File: src/include/rv_defs.svh
`ifndef RV_DEFS_SVH
`define RV_DEFS_SVH

// Datapath width of the RV32I core
`define XLEN 32

// Architectural registers, x0 included
`define NUM_REGS 32
`define REG_ADDR_W 5

// First fetch address out of reset
`define RESET_PC 32'h0000_0000

// Fixed-length 32-bit encodings, no compressed set
`define INSN_BYTES 4

`endif

File: src/verilog/rv_pkg.sv
`default_nettype none

`include "rv_defs.svh"

package rv_pkg;

  typedef logic [`XLEN-1:0] word_t;
  typedef logic [`REG_ADDR_W-1:0] reg_addr_t;

  // Major opcodes handled by the core
  typedef enum logic [6:0] {
    OPC_OP       = 7'b011_0011,
    OPC_OP_IMM   = 7'b001_0011,
    OPC_LUI      = 7'b011_0111,
    OPC_AUIPC    = 7'b001_0111,
    OPC_BRANCH   = 7'b110_0011,
    OPC_JAL      = 7'b110_1111,
    OPC_JALR     = 7'b110_0111,
    OPC_MISC_MEM = 7'b000_1111,  // FENCE
    OPC_SYSTEM   = 7'b111_0011   // ECALL
  } opcode_e;

  typedef enum logic [3:0] {
    ALU_ADD,
    ALU_SUB,
    ALU_SLL,
    ALU_SLT,
    ALU_SLTU,
    ALU_XOR,
    ALU_SRL,
    ALU_SRA,
    ALU_OR,
    ALU_AND,
    ALU_PASS_B,  // LUI
    ALU_ADD_PC   // AUIPC
  } alu_op_e;

  typedef enum logic [2:0] {
    CLS_ALU,
    CLS_BRANCH,
    CLS_JAL,
    CLS_JALR,
    CLS_NOP,
    CLS_HALT,
    CLS_ILLEGAL
  } insn_class_e;

  typedef struct packed {
    insn_class_e insn_class;
    alu_op_e     alu_op;
    logic        use_imm;    // Operand B from imm instead of rs2
    logic [2:0]  funct3;     // Branch condition select
    reg_addr_t   rs1;
    reg_addr_t   rs2;
    reg_addr_t   rd;
    word_t       imm;        // Already sign-extended for the format
    logic        writes_rd;
  } decoded_insn_t;

endpackage

`default_nettype wire

File: src/verilog/exec_if.sv
`default_nettype none
`timescale 1ns/100ps

interface exec_if (
  input logic clk,
  input logic rst
);
  import rv_pkg::*;

  word_t         pc;       // PC of the instruction in EXEC
  decoded_insn_t op;
  word_t         rs1_val;
  word_t         rs2_val;

  modport dec (output op);
  modport rf  (input clk, rst, op, output rs1_val, rs2_val);
  modport seq (input clk, rst, op, output pc);
  modport alu (input pc, op, rs1_val, rs2_val);
  modport br  (input pc, op, rs1_val, rs2_val);

endinterface

`default_nettype wire

File: src/verilog/insn_decoder.sv
`default_nettype none
`timescale 1ns/100ps

module insn_decoder (
  input  rv_pkg::word_t insn,
  exec_if.dec           x
);
  import rv_pkg::*;

  opcode_e       opcode;
  logic [2:0]    funct3;
  logic [6:0]    funct7;
  logic          f7_zero;  // Base encoding
  logic          f7_alt;   // SUB, SRA, SRAI
  word_t         imm_i;
  word_t         imm_b;
  word_t         imm_j;
  word_t         imm_u;
  decoded_insn_t dec;

  // funct3 to ALU op, shared by OP and OP_IMM
  function automatic alu_op_e base_op(input logic [2:0] f3, input logic alt);
    case (f3)
      3'b000:  base_op = alt ? ALU_SUB : ALU_ADD;
      3'b001:  base_op = ALU_SLL;
      3'b010:  base_op = ALU_SLT;
      3'b011:  base_op = ALU_SLTU;
      3'b100:  base_op = ALU_XOR;
      3'b101:  base_op = alt ? ALU_SRA : ALU_SRL;
      3'b110:  base_op = ALU_OR;
      default: base_op = ALU_AND;
    endcase
  endfunction

  assign opcode  = opcode_e'(insn[6:0]);
  assign funct3  = insn[14:12];
  assign funct7  = insn[31:25];
  assign f7_zero = (funct7 == 7'b000_0000);
  assign f7_alt  = (funct7 == 7'b010_0000);

  // Immediates, sign bit always insn[31]
  assign imm_i = {{20{insn[31]}}, insn[31:20]};
  assign imm_b = {{19{insn[31]}}, insn[31], insn[7], insn[30:25], insn[11:8], 1'b0};
  assign imm_j = {{11{insn[31]}}, insn[31], insn[19:12], insn[20], insn[30:21], 1'b0};
  assign imm_u = {insn[31:12], 12'b0};

  always_comb begin
    dec            = '0;
    dec.insn_class = CLS_ILLEGAL;  // Until an opcode below claims it
    dec.alu_op     = base_op(funct3, f7_alt);
    dec.funct3     = funct3;
    dec.rs1        = insn[19:15];
    dec.rs2        = insn[24:20];
    dec.rd         = insn[11:7];
    case (opcode)
      OPC_OP: begin
        if (f7_zero || (f7_alt && (funct3 == 3'b000 || funct3 == 3'b101))) begin
          dec.insn_class = CLS_ALU;
          dec.writes_rd  = 1'b1;
        end
      end
      OPC_OP_IMM: begin
        dec.alu_op  = base_op(funct3, f7_alt && funct3 == 3'b101);  // No SUBI
        dec.use_imm = 1'b1;
        dec.imm     = imm_i;
        // Only the shifts care about the upper imm bits
        if ((funct3 != 3'b001 && funct3 != 3'b101) || f7_zero ||
            (f7_alt && funct3 == 3'b101)) begin
          dec.insn_class = CLS_ALU;
          dec.writes_rd  = 1'b1;
        end
      end
      OPC_LUI, OPC_AUIPC: begin
        dec.insn_class = CLS_ALU;
        dec.alu_op     = (opcode == OPC_LUI) ? ALU_PASS_B : ALU_ADD_PC;
        dec.use_imm    = 1'b1;
        dec.imm        = imm_u;
        dec.writes_rd  = 1'b1;
      end
      OPC_BRANCH: begin
        if (funct3[2:1] != 2'b01) begin  // 010 and 011 unused
          dec.insn_class = CLS_BRANCH;
          dec.imm        = imm_b;
        end
      end
      OPC_JAL: begin
        dec.insn_class = CLS_JAL;
        dec.imm        = imm_j;
        dec.writes_rd  = 1'b1;
      end
      OPC_JALR: begin
        dec.insn_class = CLS_JALR;
        dec.imm        = imm_i;
        dec.writes_rd  = 1'b1;
      end
      OPC_MISC_MEM: dec.insn_class = CLS_NOP;  // FENCE, nothing to order
      OPC_SYSTEM: begin
        if (insn[31:7] == 25'd0) begin  // ECALL only
          dec.insn_class = CLS_HALT;
        end
      end
      default: ;
    endcase
  end

  assign x.op = dec;

endmodule

`default_nettype wire

File: src/verilog/reg_file.sv
`default_nettype none
`timescale 1ns/100ps

`include "rv_defs.svh"

module reg_file (
  input  logic              clk,
  input  logic              rst,
  input  logic              we,
  input  rv_pkg::reg_addr_t waddr,
  input  rv_pkg::word_t     wdata,
  exec_if.rf                x
);
  import rv_pkg::*;

  word_t regs [1:`NUM_REGS-1];  // x0 has no storage

  always_ff @(posedge clk) begin
    if (rst) begin
      for (int i = 1; i < `NUM_REGS; i++) begin
        regs[i] <= '0;
      end
    end else if (we && waddr != '0) begin
      regs[waddr] <= wdata;  // Writes to x0 are dropped
    end
  end

  // Combinational reads
  assign x.rs1_val = (x.op.rs1 == '0) ? '0 : regs[x.op.rs1];
  assign x.rs2_val = (x.op.rs2 == '0) ? '0 : regs[x.op.rs2];

endmodule

`default_nettype wire

File: src/verilog/int_alu.sv
`default_nettype none
`timescale 1ns/100ps

module int_alu (
  exec_if.alu           x,
  output rv_pkg::word_t result
);
  import rv_pkg::*;

  word_t      op_b;
  logic [4:0] shamt;

  assign op_b  = x.op.use_imm ? x.op.imm : x.rs2_val;
  assign shamt = op_b[4:0];  // rs2[4:0] or the shamt field of the imm

  always_comb begin
    case (x.op.alu_op)
      ALU_ADD:    result = x.rs1_val + op_b;
      ALU_SUB:    result = x.rs1_val - op_b;
      ALU_SLL:    result = x.rs1_val << shamt;
      ALU_SLT:    result = word_t'($signed(x.rs1_val) < $signed(op_b));
      ALU_SLTU:   result = word_t'(x.rs1_val < op_b);
      ALU_XOR:    result = x.rs1_val ^ op_b;
      ALU_SRL:    result = x.rs1_val >> shamt;
      ALU_SRA:    result = word_t'($signed(x.rs1_val) >>> shamt);
      ALU_OR:     result = x.rs1_val | op_b;
      ALU_AND:    result = x.rs1_val & op_b;
      ALU_PASS_B: result = op_b;          // LUI, imm already shifted
      ALU_ADD_PC: result = x.pc + op_b;   // AUIPC
      default:    result = '0;
    endcase
  end

endmodule

`default_nettype wire

File: src/verilog/branch_unit.sv
`default_nettype none
`timescale 1ns/100ps

`include "rv_defs.svh"

module branch_unit (
  exec_if.br            x,
  output logic          taken,
  output rv_pkg::word_t target,
  output rv_pkg::word_t link
);
  import rv_pkg::*;

  logic  cond;
  word_t jalr_sum;

  // Branch condition by funct3
  always_comb begin
    case (x.op.funct3)
      3'b000:  cond = (x.rs1_val == x.rs2_val);                   // BEQ
      3'b001:  cond = (x.rs1_val != x.rs2_val);                   // BNE
      3'b100:  cond = ($signed(x.rs1_val) < $signed(x.rs2_val));  // BLT
      3'b101:  cond = ($signed(x.rs1_val) >= $signed(x.rs2_val)); // BGE
      3'b110:  cond = (x.rs1_val < x.rs2_val);                    // BLTU
      default: cond = (x.rs1_val >= x.rs2_val);                   // BGEU
    endcase
  end

  assign taken = (x.op.insn_class == CLS_JAL) ||
                 (x.op.insn_class == CLS_JALR) ||
                 (x.op.insn_class == CLS_BRANCH && cond);

  assign jalr_sum = x.rs1_val + x.op.imm;

  // JALR drops bit 0 of the sum
  assign target = (x.op.insn_class == CLS_JALR) ? {jalr_sum[`XLEN-1:1], 1'b0}
                                                : x.pc + x.op.imm;

  assign link = x.pc + `INSN_BYTES;

endmodule

`default_nettype wire

File: src/verilog/sequencer.sv
`default_nettype none
`timescale 1ns/100ps

`include "rv_defs.svh"

module sequencer (
  input  logic              clk,
  input  logic              rst,
  output logic              fetch_req,
  output rv_pkg::word_t     fetch_addr,
  input  logic              fetch_ack,
  input  rv_pkg::word_t     fetch_insn,
  output rv_pkg::word_t     insn,
  exec_if.seq               x,
  input  rv_pkg::word_t     alu_result,
  input  logic              br_taken,
  input  rv_pkg::word_t     br_target,
  input  rv_pkg::word_t     br_link,
  output logic              rf_we,
  output rv_pkg::reg_addr_t rf_waddr,
  output rv_pkg::word_t     rf_wdata,
  output logic              commit_valid,
  output rv_pkg::word_t     commit_pc,
  output logic              commit_we,
  output rv_pkg::reg_addr_t commit_rd,
  output rv_pkg::word_t     commit_data,
  output logic              halt,
  output logic              illegal_insn
);
  import rv_pkg::*;

  typedef enum logic [1:0] {S_REQ, S_RELEASE, S_EXEC, S_STOPPED} state_e;

  state_e state;
  word_t  pc;
  word_t  insn_q;
  word_t  next_pc;
  logic   exec;
  logic   is_jump;
  logic   fetch_done;

  assign exec       = (state == S_EXEC);
  assign is_jump    = (x.op.insn_class == CLS_JAL) || (x.op.insn_class == CLS_JALR);
  assign fetch_done = (state == S_REQ) && fetch_req && fetch_ack;
  assign next_pc    = br_taken ? br_target : pc + `INSN_BYTES;

  assign fetch_addr = pc;  // Held for the whole of REQ
  assign x.pc       = pc;
  assign insn       = insn_q;

  // Register write, only during EXEC
  assign rf_we    = exec && x.op.writes_rd;
  assign rf_waddr = x.op.rd;
  assign rf_wdata = is_jump ? br_link : alu_result;

  // Retire trace
  assign commit_valid = exec;
  assign commit_pc    = pc;
  assign commit_we    = rf_we;
  assign commit_rd    = x.op.rd;
  assign commit_data  = rf_we ? rf_wdata : '0;

  always_ff @(posedge clk) begin
    if (rst) begin
      state        <= S_REQ;
      fetch_req    <= 1'b0;
      pc           <= `RESET_PC;
      halt         <= 1'b0;
      illegal_insn <= 1'b0;
    end else begin
      case (state)
        S_REQ: begin
          if (fetch_done) begin
            fetch_req <= 1'b0;
            state     <= S_RELEASE;
          end else begin
            fetch_req <= 1'b1;  // Also the first request after reset
          end
        end
        S_RELEASE: begin
          if (!fetch_ack) state <= S_EXEC;  // Source has dropped ack
        end
        S_EXEC: begin
          pc <= next_pc;
          case (x.op.insn_class)
            CLS_HALT: begin
              halt  <= 1'b1;
              state <= S_STOPPED;
            end
            CLS_ILLEGAL: begin
              halt         <= 1'b1;
              illegal_insn <= 1'b1;
              state        <= S_STOPPED;
            end
            default: begin
              fetch_req <= 1'b1;
              state     <= S_REQ;
            end
          endcase
        end
        default: ;  // Parked until reset
      endcase
    end
  end

  // Instruction register
  always_ff @(posedge clk) begin
    if (fetch_done) insn_q <= fetch_insn;
  end

endmodule

`default_nettype wire

File: src/verilog/rv_core.sv
`default_nettype none
`timescale 1ns/100ps

module rv_core (
  input  logic              clk,
  input  logic              rst,
  output logic              fetch_req,
  output rv_pkg::word_t     fetch_addr,
  input  logic              fetch_ack,
  input  rv_pkg::word_t     fetch_insn,
  output logic              commit_valid,
  output rv_pkg::word_t     commit_pc,
  output logic              commit_we,
  output rv_pkg::reg_addr_t commit_rd,
  output rv_pkg::word_t     commit_data,
  output logic              halt,
  output logic              illegal_insn
);
  import rv_pkg::*;

  word_t     insn;
  word_t     alu_result;
  logic      br_taken;
  word_t     br_target;
  word_t     br_link;
  logic      rf_we;
  reg_addr_t rf_waddr;
  word_t     rf_wdata;

  exec_if ex_bus (.clk(clk), .rst(rst));

  insn_decoder u_decoder (.insn(insn), .x(ex_bus));

  reg_file u_regs (
    .clk   (clk),
    .rst   (rst),
    .we    (rf_we),
    .waddr (rf_waddr),
    .wdata (rf_wdata),
    .x     (ex_bus)
  );

  int_alu u_alu (.x(ex_bus), .result(alu_result));

  branch_unit u_branch (
    .x      (ex_bus),
    .taken  (br_taken),
    .target (br_target),
    .link   (br_link)
  );

  sequencer u_seq (
    .clk          (clk),
    .rst          (rst),
    .fetch_req    (fetch_req),
    .fetch_addr   (fetch_addr),
    .fetch_ack    (fetch_ack),
    .fetch_insn   (fetch_insn),
    .insn         (insn),
    .x            (ex_bus),
    .alu_result   (alu_result),
    .br_taken     (br_taken),
    .br_target    (br_target),
    .br_link      (br_link),
    .rf_we        (rf_we),
    .rf_waddr     (rf_waddr),
    .rf_wdata     (rf_wdata),
    .commit_valid (commit_valid),
    .commit_pc    (commit_pc),
    .commit_we    (commit_we),
    .commit_rd    (commit_rd),
    .commit_data  (commit_data),
    .halt         (halt),
    .illegal_insn (illegal_insn)
  );

endmodule

`default_nettype wire

File: config.mk
export PLATFORM = sky130hd
export DESIGN_NAME = rv_core
export DESIGN_NICKNAME = d
export VERILOG_FILES = /design/src/verilog/rv_pkg.sv /design/src/verilog/exec_if.sv /design/src/verilog/insn_decoder.sv /design/src/verilog/reg_file.sv /design/src/verilog/int_alu.sv /design/src/verilog/branch_unit.sv /design/src/verilog/sequencer.sv /design/src/verilog/rv_core.sv
export VERILOG_INCLUDE_DIRS = /design/src /design/src/include
export SDC_FILE = /design/constraint.sdc
export NUM_CORES = 2
export LEC_CHECK = 0
export ABC_AREA = 1
export CORE_MARGIN = 3
export CORE_UTILIZATION = 35
export DETAILED_ROUTE_END_ITERATION = 6
export DONT_BUFFER_PORTS = 1
export MAX_ROUTING_LAYER = met4
export PLACE_DENSITY = 0.51
export REMOVE_ABC_BUFFERS = 1
export SLEW_MARGIN = 20
export SYNTH_ARGS = -nofsm -noshare
export SYNTH_HDL_FRONTEND = slang
export SYNTH_SLANG_ARGS = --single-unit
File: constraint.sdc
create_clock -name clk -period 7.1 [get_ports clk]
set_input_delay 0.71 -clock clk [delete_from_list [all_inputs] [get_ports clk]]
set_output_delay 0.71 -clock clk [all_outputs]
set_load 0.1 [all_outputs]
* Yosys cells after proc, flatten, opt, wreduce, memory -nomap -nowiden
Memory sizes are Yosys's and may differ from the RTL's. A register that Yosys moved wholly into a read port is not among the register bits.
Cells that the tools add are included.
** Word-level totals
- Logic and storage cells :: 144
- Register bits :: 69
- Memory bits (writable) :: 992
- Output and inout port bits :: 106
- Memories kept :: 1
** Memories
- u_regs.regs :: depth 31, bits a word 32, read ports 2, clocked after memory_dff 2, wr ports 31, line reg_file.sv:16 : word_t regs [1:`NUM_REGS-1];
** Cells by class
- Bitwise logic cells :: 3
- Add/sub/neg operators :: 6
- Shift operators :: 3
- $lt $le $gt $ge :: 6
- Eq/ne operators :: 42
- Reduce and logical (&&, ||, !) cells :: 33
- Mux-type cells :: 44
** Operators by type and width (number)
- $pmux 32 s12 :: 1
- $mux 32 :: 9
- $add 32x32->32 :: 4
- $lt 32x32->1 :: 4
- $pmux 32 s4 :: 1
- $ge 32x32->1 :: 2
- $pmux 4 s7 :: 2
- $add 32x3->32 const B :: 1
- $and 32x32->32 :: 1
- $eq 32x32->1 :: 1
- $ne 32x32->1 :: 1
- $or 32x32->32 :: 1
- $reduce_or 32->1 :: 1
- $shl 32x5->32 :: 1
- $shr 32x5->32 :: 1
- $sshr 32x5->32 :: 1
- $sub 32x32->32 :: 1
- $xor 32x32->32 :: 1
- $eq 7x7->1 const B :: 4
- $logic_not 25->1 :: 1
- $pmux 3 s8 :: 1
- $eq 7x6->1 const B :: 3
- $eq 4x3->1 const B :: 4
- $eq 4x4->1 const B :: 4
- 36 further kinds :: 86

* Depth between registers and ports, before layout
- Depth in word-level cells :: 13
- Depth in mapped cells :: 37

* Hierarchy
A second synthesis with hierarchy kept.
** Second synthesis, totals
- Cell total of the unflattened synthesis :: 11440
- Area, all modules :: 79192.2 um^2
** Modules (own cells, without submodules)
- reg_file :: cells each 7249, instances 1, area each 56511.7 um^2
- int_alu :: cells each 2359, instances 1, area each 11676.2 um^2
- branch_unit :: cells each 959, instances 1, area each 5360.1 um^2
- sequencer :: cells each 681, instances 1, area each 4695.8 um^2
- insn_decoder :: cells each 192, instances 1, area each 948.4 um^2

* Worst setup path after synthesis
Ideal clock, no wire load.
- Path type :: reg-to-output
- From :: reg (tool-made name)
- To :: out commit_data[22]
- Cell stages (with the launch flop) :: 35
- Required time :: 6390 ps
- Path slack :: 402 ps
- Data arrival time :: 5988 ps
- Path through :: dfxtp_1 > buf_4 > buf_6 > buf_2 > buf_2 > buf_2 > buf_2 > clkbuf_1 > nor2_1 > o221ai_1 > nand3_1 > nand3_1 > nand3_1 > nand2_1 > o21ai_0 > ha_1 > inv_1 > nor3_1 > a21oi_1 > o21ai_0 > a21boi_0 > o21ai_0 > nand2_1 > inv_1 > nor2_1 > nand2_1 > nand2_1 > nor2_1 > nor2_1 > nand2_1 > inv_1 > nand3_1 > nand2_2 > buf_2 > a21oi_1
** RTL lines
- end: declaration :: line rv_core.sv:15 : output rv_pkg::word_t commit_data,

==> metrics.cfg <==
[outcome]
outcome = finished clean

[place]
gp_congestion = 1.06
hpwl_um = 271000
placed_cells = 12600
port_buffers = 0

[finish]
nNetsFinal = 10200
fin_util = 0.404
final_cells = 12900
multi_input_area_um2 = 39500
layout_commonest_cell = nand2_1
area_delta_synth_final_pct = 14.1
drive_above_1_share = 0.121
seqCellArea_um2 = 32700
final_cell_mix = 2339 x nand2_1, 1361 x nand3_1, 1325 x a21oi_1
nFillCells = 22300

[logic_synthesis]
synth.avg_cell_area_um2 = 7.67
yosys-top-cells-area = edfxtp_1 41%, nand2_1 12%, nand3_1 9.1%
synthCells = 10100
seq_area_frac_synth = 0.423
synth_top_cell_by_area = edfxtp_1
synth_area_um2 = 77200
ys_warn_count = 0
async_reset_ff_frac = 0
synth_edf_count = 1056
ys.flop_type = edfxtp_1
ys_types = 64
ys_ff_latch = 1103
synth_top_area_share = 0.411

[cts]
clock-sinks = 1103
cts_tree = built
clockBufferDepth = 3
cts_root_buffer = clkbuf_16
htree_levels = 4
clk_latency_ps = 840
numCtsBuffers = 137
path_clk_slew_ps = 60

[sta]
min_period_ps = 7080
rsz0062_at_grt = yes
fin_crit_sh = 0.998
fin_skew_ps = 53.1
hold_viol_final = 0
finalSetupViolations = 0
worstMarginPinSlew_ps = 1270
fmax_mhz = 141
slew_violations = 0
slew_headroom = 0.145

[drt]
final_antenna_net_count = 0
drc = 0
routed_wirelength_um = 445000
routed_via_density = 6.46
drt_pre_antenna_iters = 7
wl_per_cell_um = 34.4
num_vias = 83600
drt_iter0_markers = 15500

[run]
drv_cap = 0

[power]
combPwrFrac = 0.652
pwr-share-clk = 0.161
irDropWorstVdd_mv = 0.606
pwr_density_cell_nw_per_um2 = 480
leakagePower_nw = 34.5
switchingPower_mw = 23.4
p_int_mw = 19.0
swShare = 0.552
seq_power_share = 0.186

[hold_path]
hold_path.class = in2reg

[global_route]
grtUsageTotal = 0.388
grt_pass1_vias = 75700
grt_pass1_wl_um = 603000
grt_overflow_total = 0
antenna_found_initial = 28
grt_max_degree = 95

[floorplan]
core_um2 = 218000
placementRows = 171
die_area_um2 = 226000
io_pins = 141
fp.dieH_um = 476
start_util = 0.354
die_x_um = 476

[setup_path]
arrival_ps = 6370
path_max_fanout = 28
path_class = reg2out
startpoint_type = flop
worst-endpoint-required_ps = 6390
cp-end-kind = primary output

power by group through the flow:
stage | clock (mW) | combinational, mW | sequential (mW)
5_1_grt | 7.08 | 28.9 | 7.91
4_1_cts | 6.82 | 25.8 | 7.87
2_1_floorplan | 0 | 13.5 | 8.53
6_report | 6.83 | 27.6 | 7.88
3_3_place_gp | 0 | 25.4 | 8.01
3_5_place_dp | 0 | 25.3 | 8.02
through the flow:
step / TNS [ps] / power [mW] / instance area, um2 / worst slack, ps / hold slack [ps]
floorplan: - / 22.0 / 72700 / -19270 / 468
global placement: 0 / 33.4 / 81900 / 218 / 506
detailed placement: 0 / 33.3 / 81900 / 124 / 503
CTS: 0 / 40.5 / 87100 / 7.66 / 25.2
global route: -439 / 43.8 / 88100 / -128 / 53.3
finish: 0 / 42.3 / 88100 / 17.1 / 59.8
worst paths after layout:
path / to / slack, ps / cells past startpoint / from
worst max-delay path: commit_data[30] / 20 / 23 / flop
worst min-delay path: u_seq.commit_pc[3] / 60 / 3 / rst
worst max register to register: u_seq.commit_pc[10] / 680 / 25 / flop
worst min register to register: u_seq.commit_pc[15] / 530 / 2 / u_seq.commit_pc[15]
per-layer routing:
layer  GRT usage  vias to the layer above  wire length (um)  part of all wire
met4       0.215                        0             29900             0.067
met2       0.525                     6586            178000              0.40
met1       0.523                    40700            177000              0.40
met5           -                        -                 0                 0
met3      0.0991                     1270             60500              0.14
li1            -                    35000                 -                 -
cell usage after synthesis, drive strengths merged, types with 27 or more instances:
cell,count
o31ai,32
o21ai,759
nor2,749
ha,226
o22ai,59
nor3,54
nand4,53
edfxtp,1056
o21a,27
xor2,49
o221ai,158
buf,519
a21oi,1432
nand3,1417
o211ai,49
inv,391
clkbuf,366
or2,38
dfxtp,47
nand2,2411
timing repair:
action	4_1_cts	5_1_grt
endpoints found under the setup margin	22	23
endpoints found under the hold margin	56	0
pin swaps	1	14
setup buffers	12	12
hold buffers	33	0
resized for setup	70	144
gates cloned	7	12
final cells by class:
| type | count | share of cell area |
|---|---|---|
| clock inverters | 73 | 0.00636 |
| inverters | 397 | 0.0183 |
| multi-input cells | 7710 | 0.449 |
| repair buffers | 610 | 0.0726 |
| well taps | 2854 | 0.0405 |
| diodes | 19 | 0.000540 |
| flip-flops and latches | 1103 | 0.371 |
| repair inverters | 4 | 0.000454 |
| clock buffers | 169 | 0.0411 |
registers in the layout, indices dropped and copies added (netlist names), named ones only:
register	cells
u_seq.state	2
u_seq.halt	1
u_seq.commit_pc	32
u_seq.insn	32
u_regs.regs	1024
u_seq.fetch_req	1
u_seq.illegal_insn	1
cells by family (layout without fill, tap and decap cells):
| group | after synthesis | after routing | synth area share |
|---|---|---|---|
| AO/OA/AOI/OAI | 2618 | 2618 | 0.189 |
| XOR/XNOR | 71 | 71 | 0.00805 |
| adder cells (fa/ha/maj) | 230 | 230 | 0.0377 |
| buffers and inverters | 1282 | 1253 | 0.0795 |
| flip-flops | 1103 | 1103 | 0.423 |
| multiplexers | 1 | 1 | 0.000130 |
| other | 1 | 51 | 0.0000486 |
| AND/OR/NAND/NOR | 4758 | 4758 | 0.263 |
critical path, stage by stage, from the launching register on:
cell and delay, ps:
dfxtp_4 490, buf_16 290, buf_16 250, buf_4 310, o21ai_0 140, o22ai_1 210, o21ai_1 80, nand2_1 60
nand3_1 580, o21ai_1 500, ha_1 250, inv_1 100, nor3_1 360, and2_1 250, nand3_1 110, nand2_1 110
xor2_1 170, nand2_1 170, nand3b_1 160, a21oi_1 50, nand3_1 250, nand2_2 140, a21oi_2 270, buf_12 210
Power figures use the tool's default switching activity.
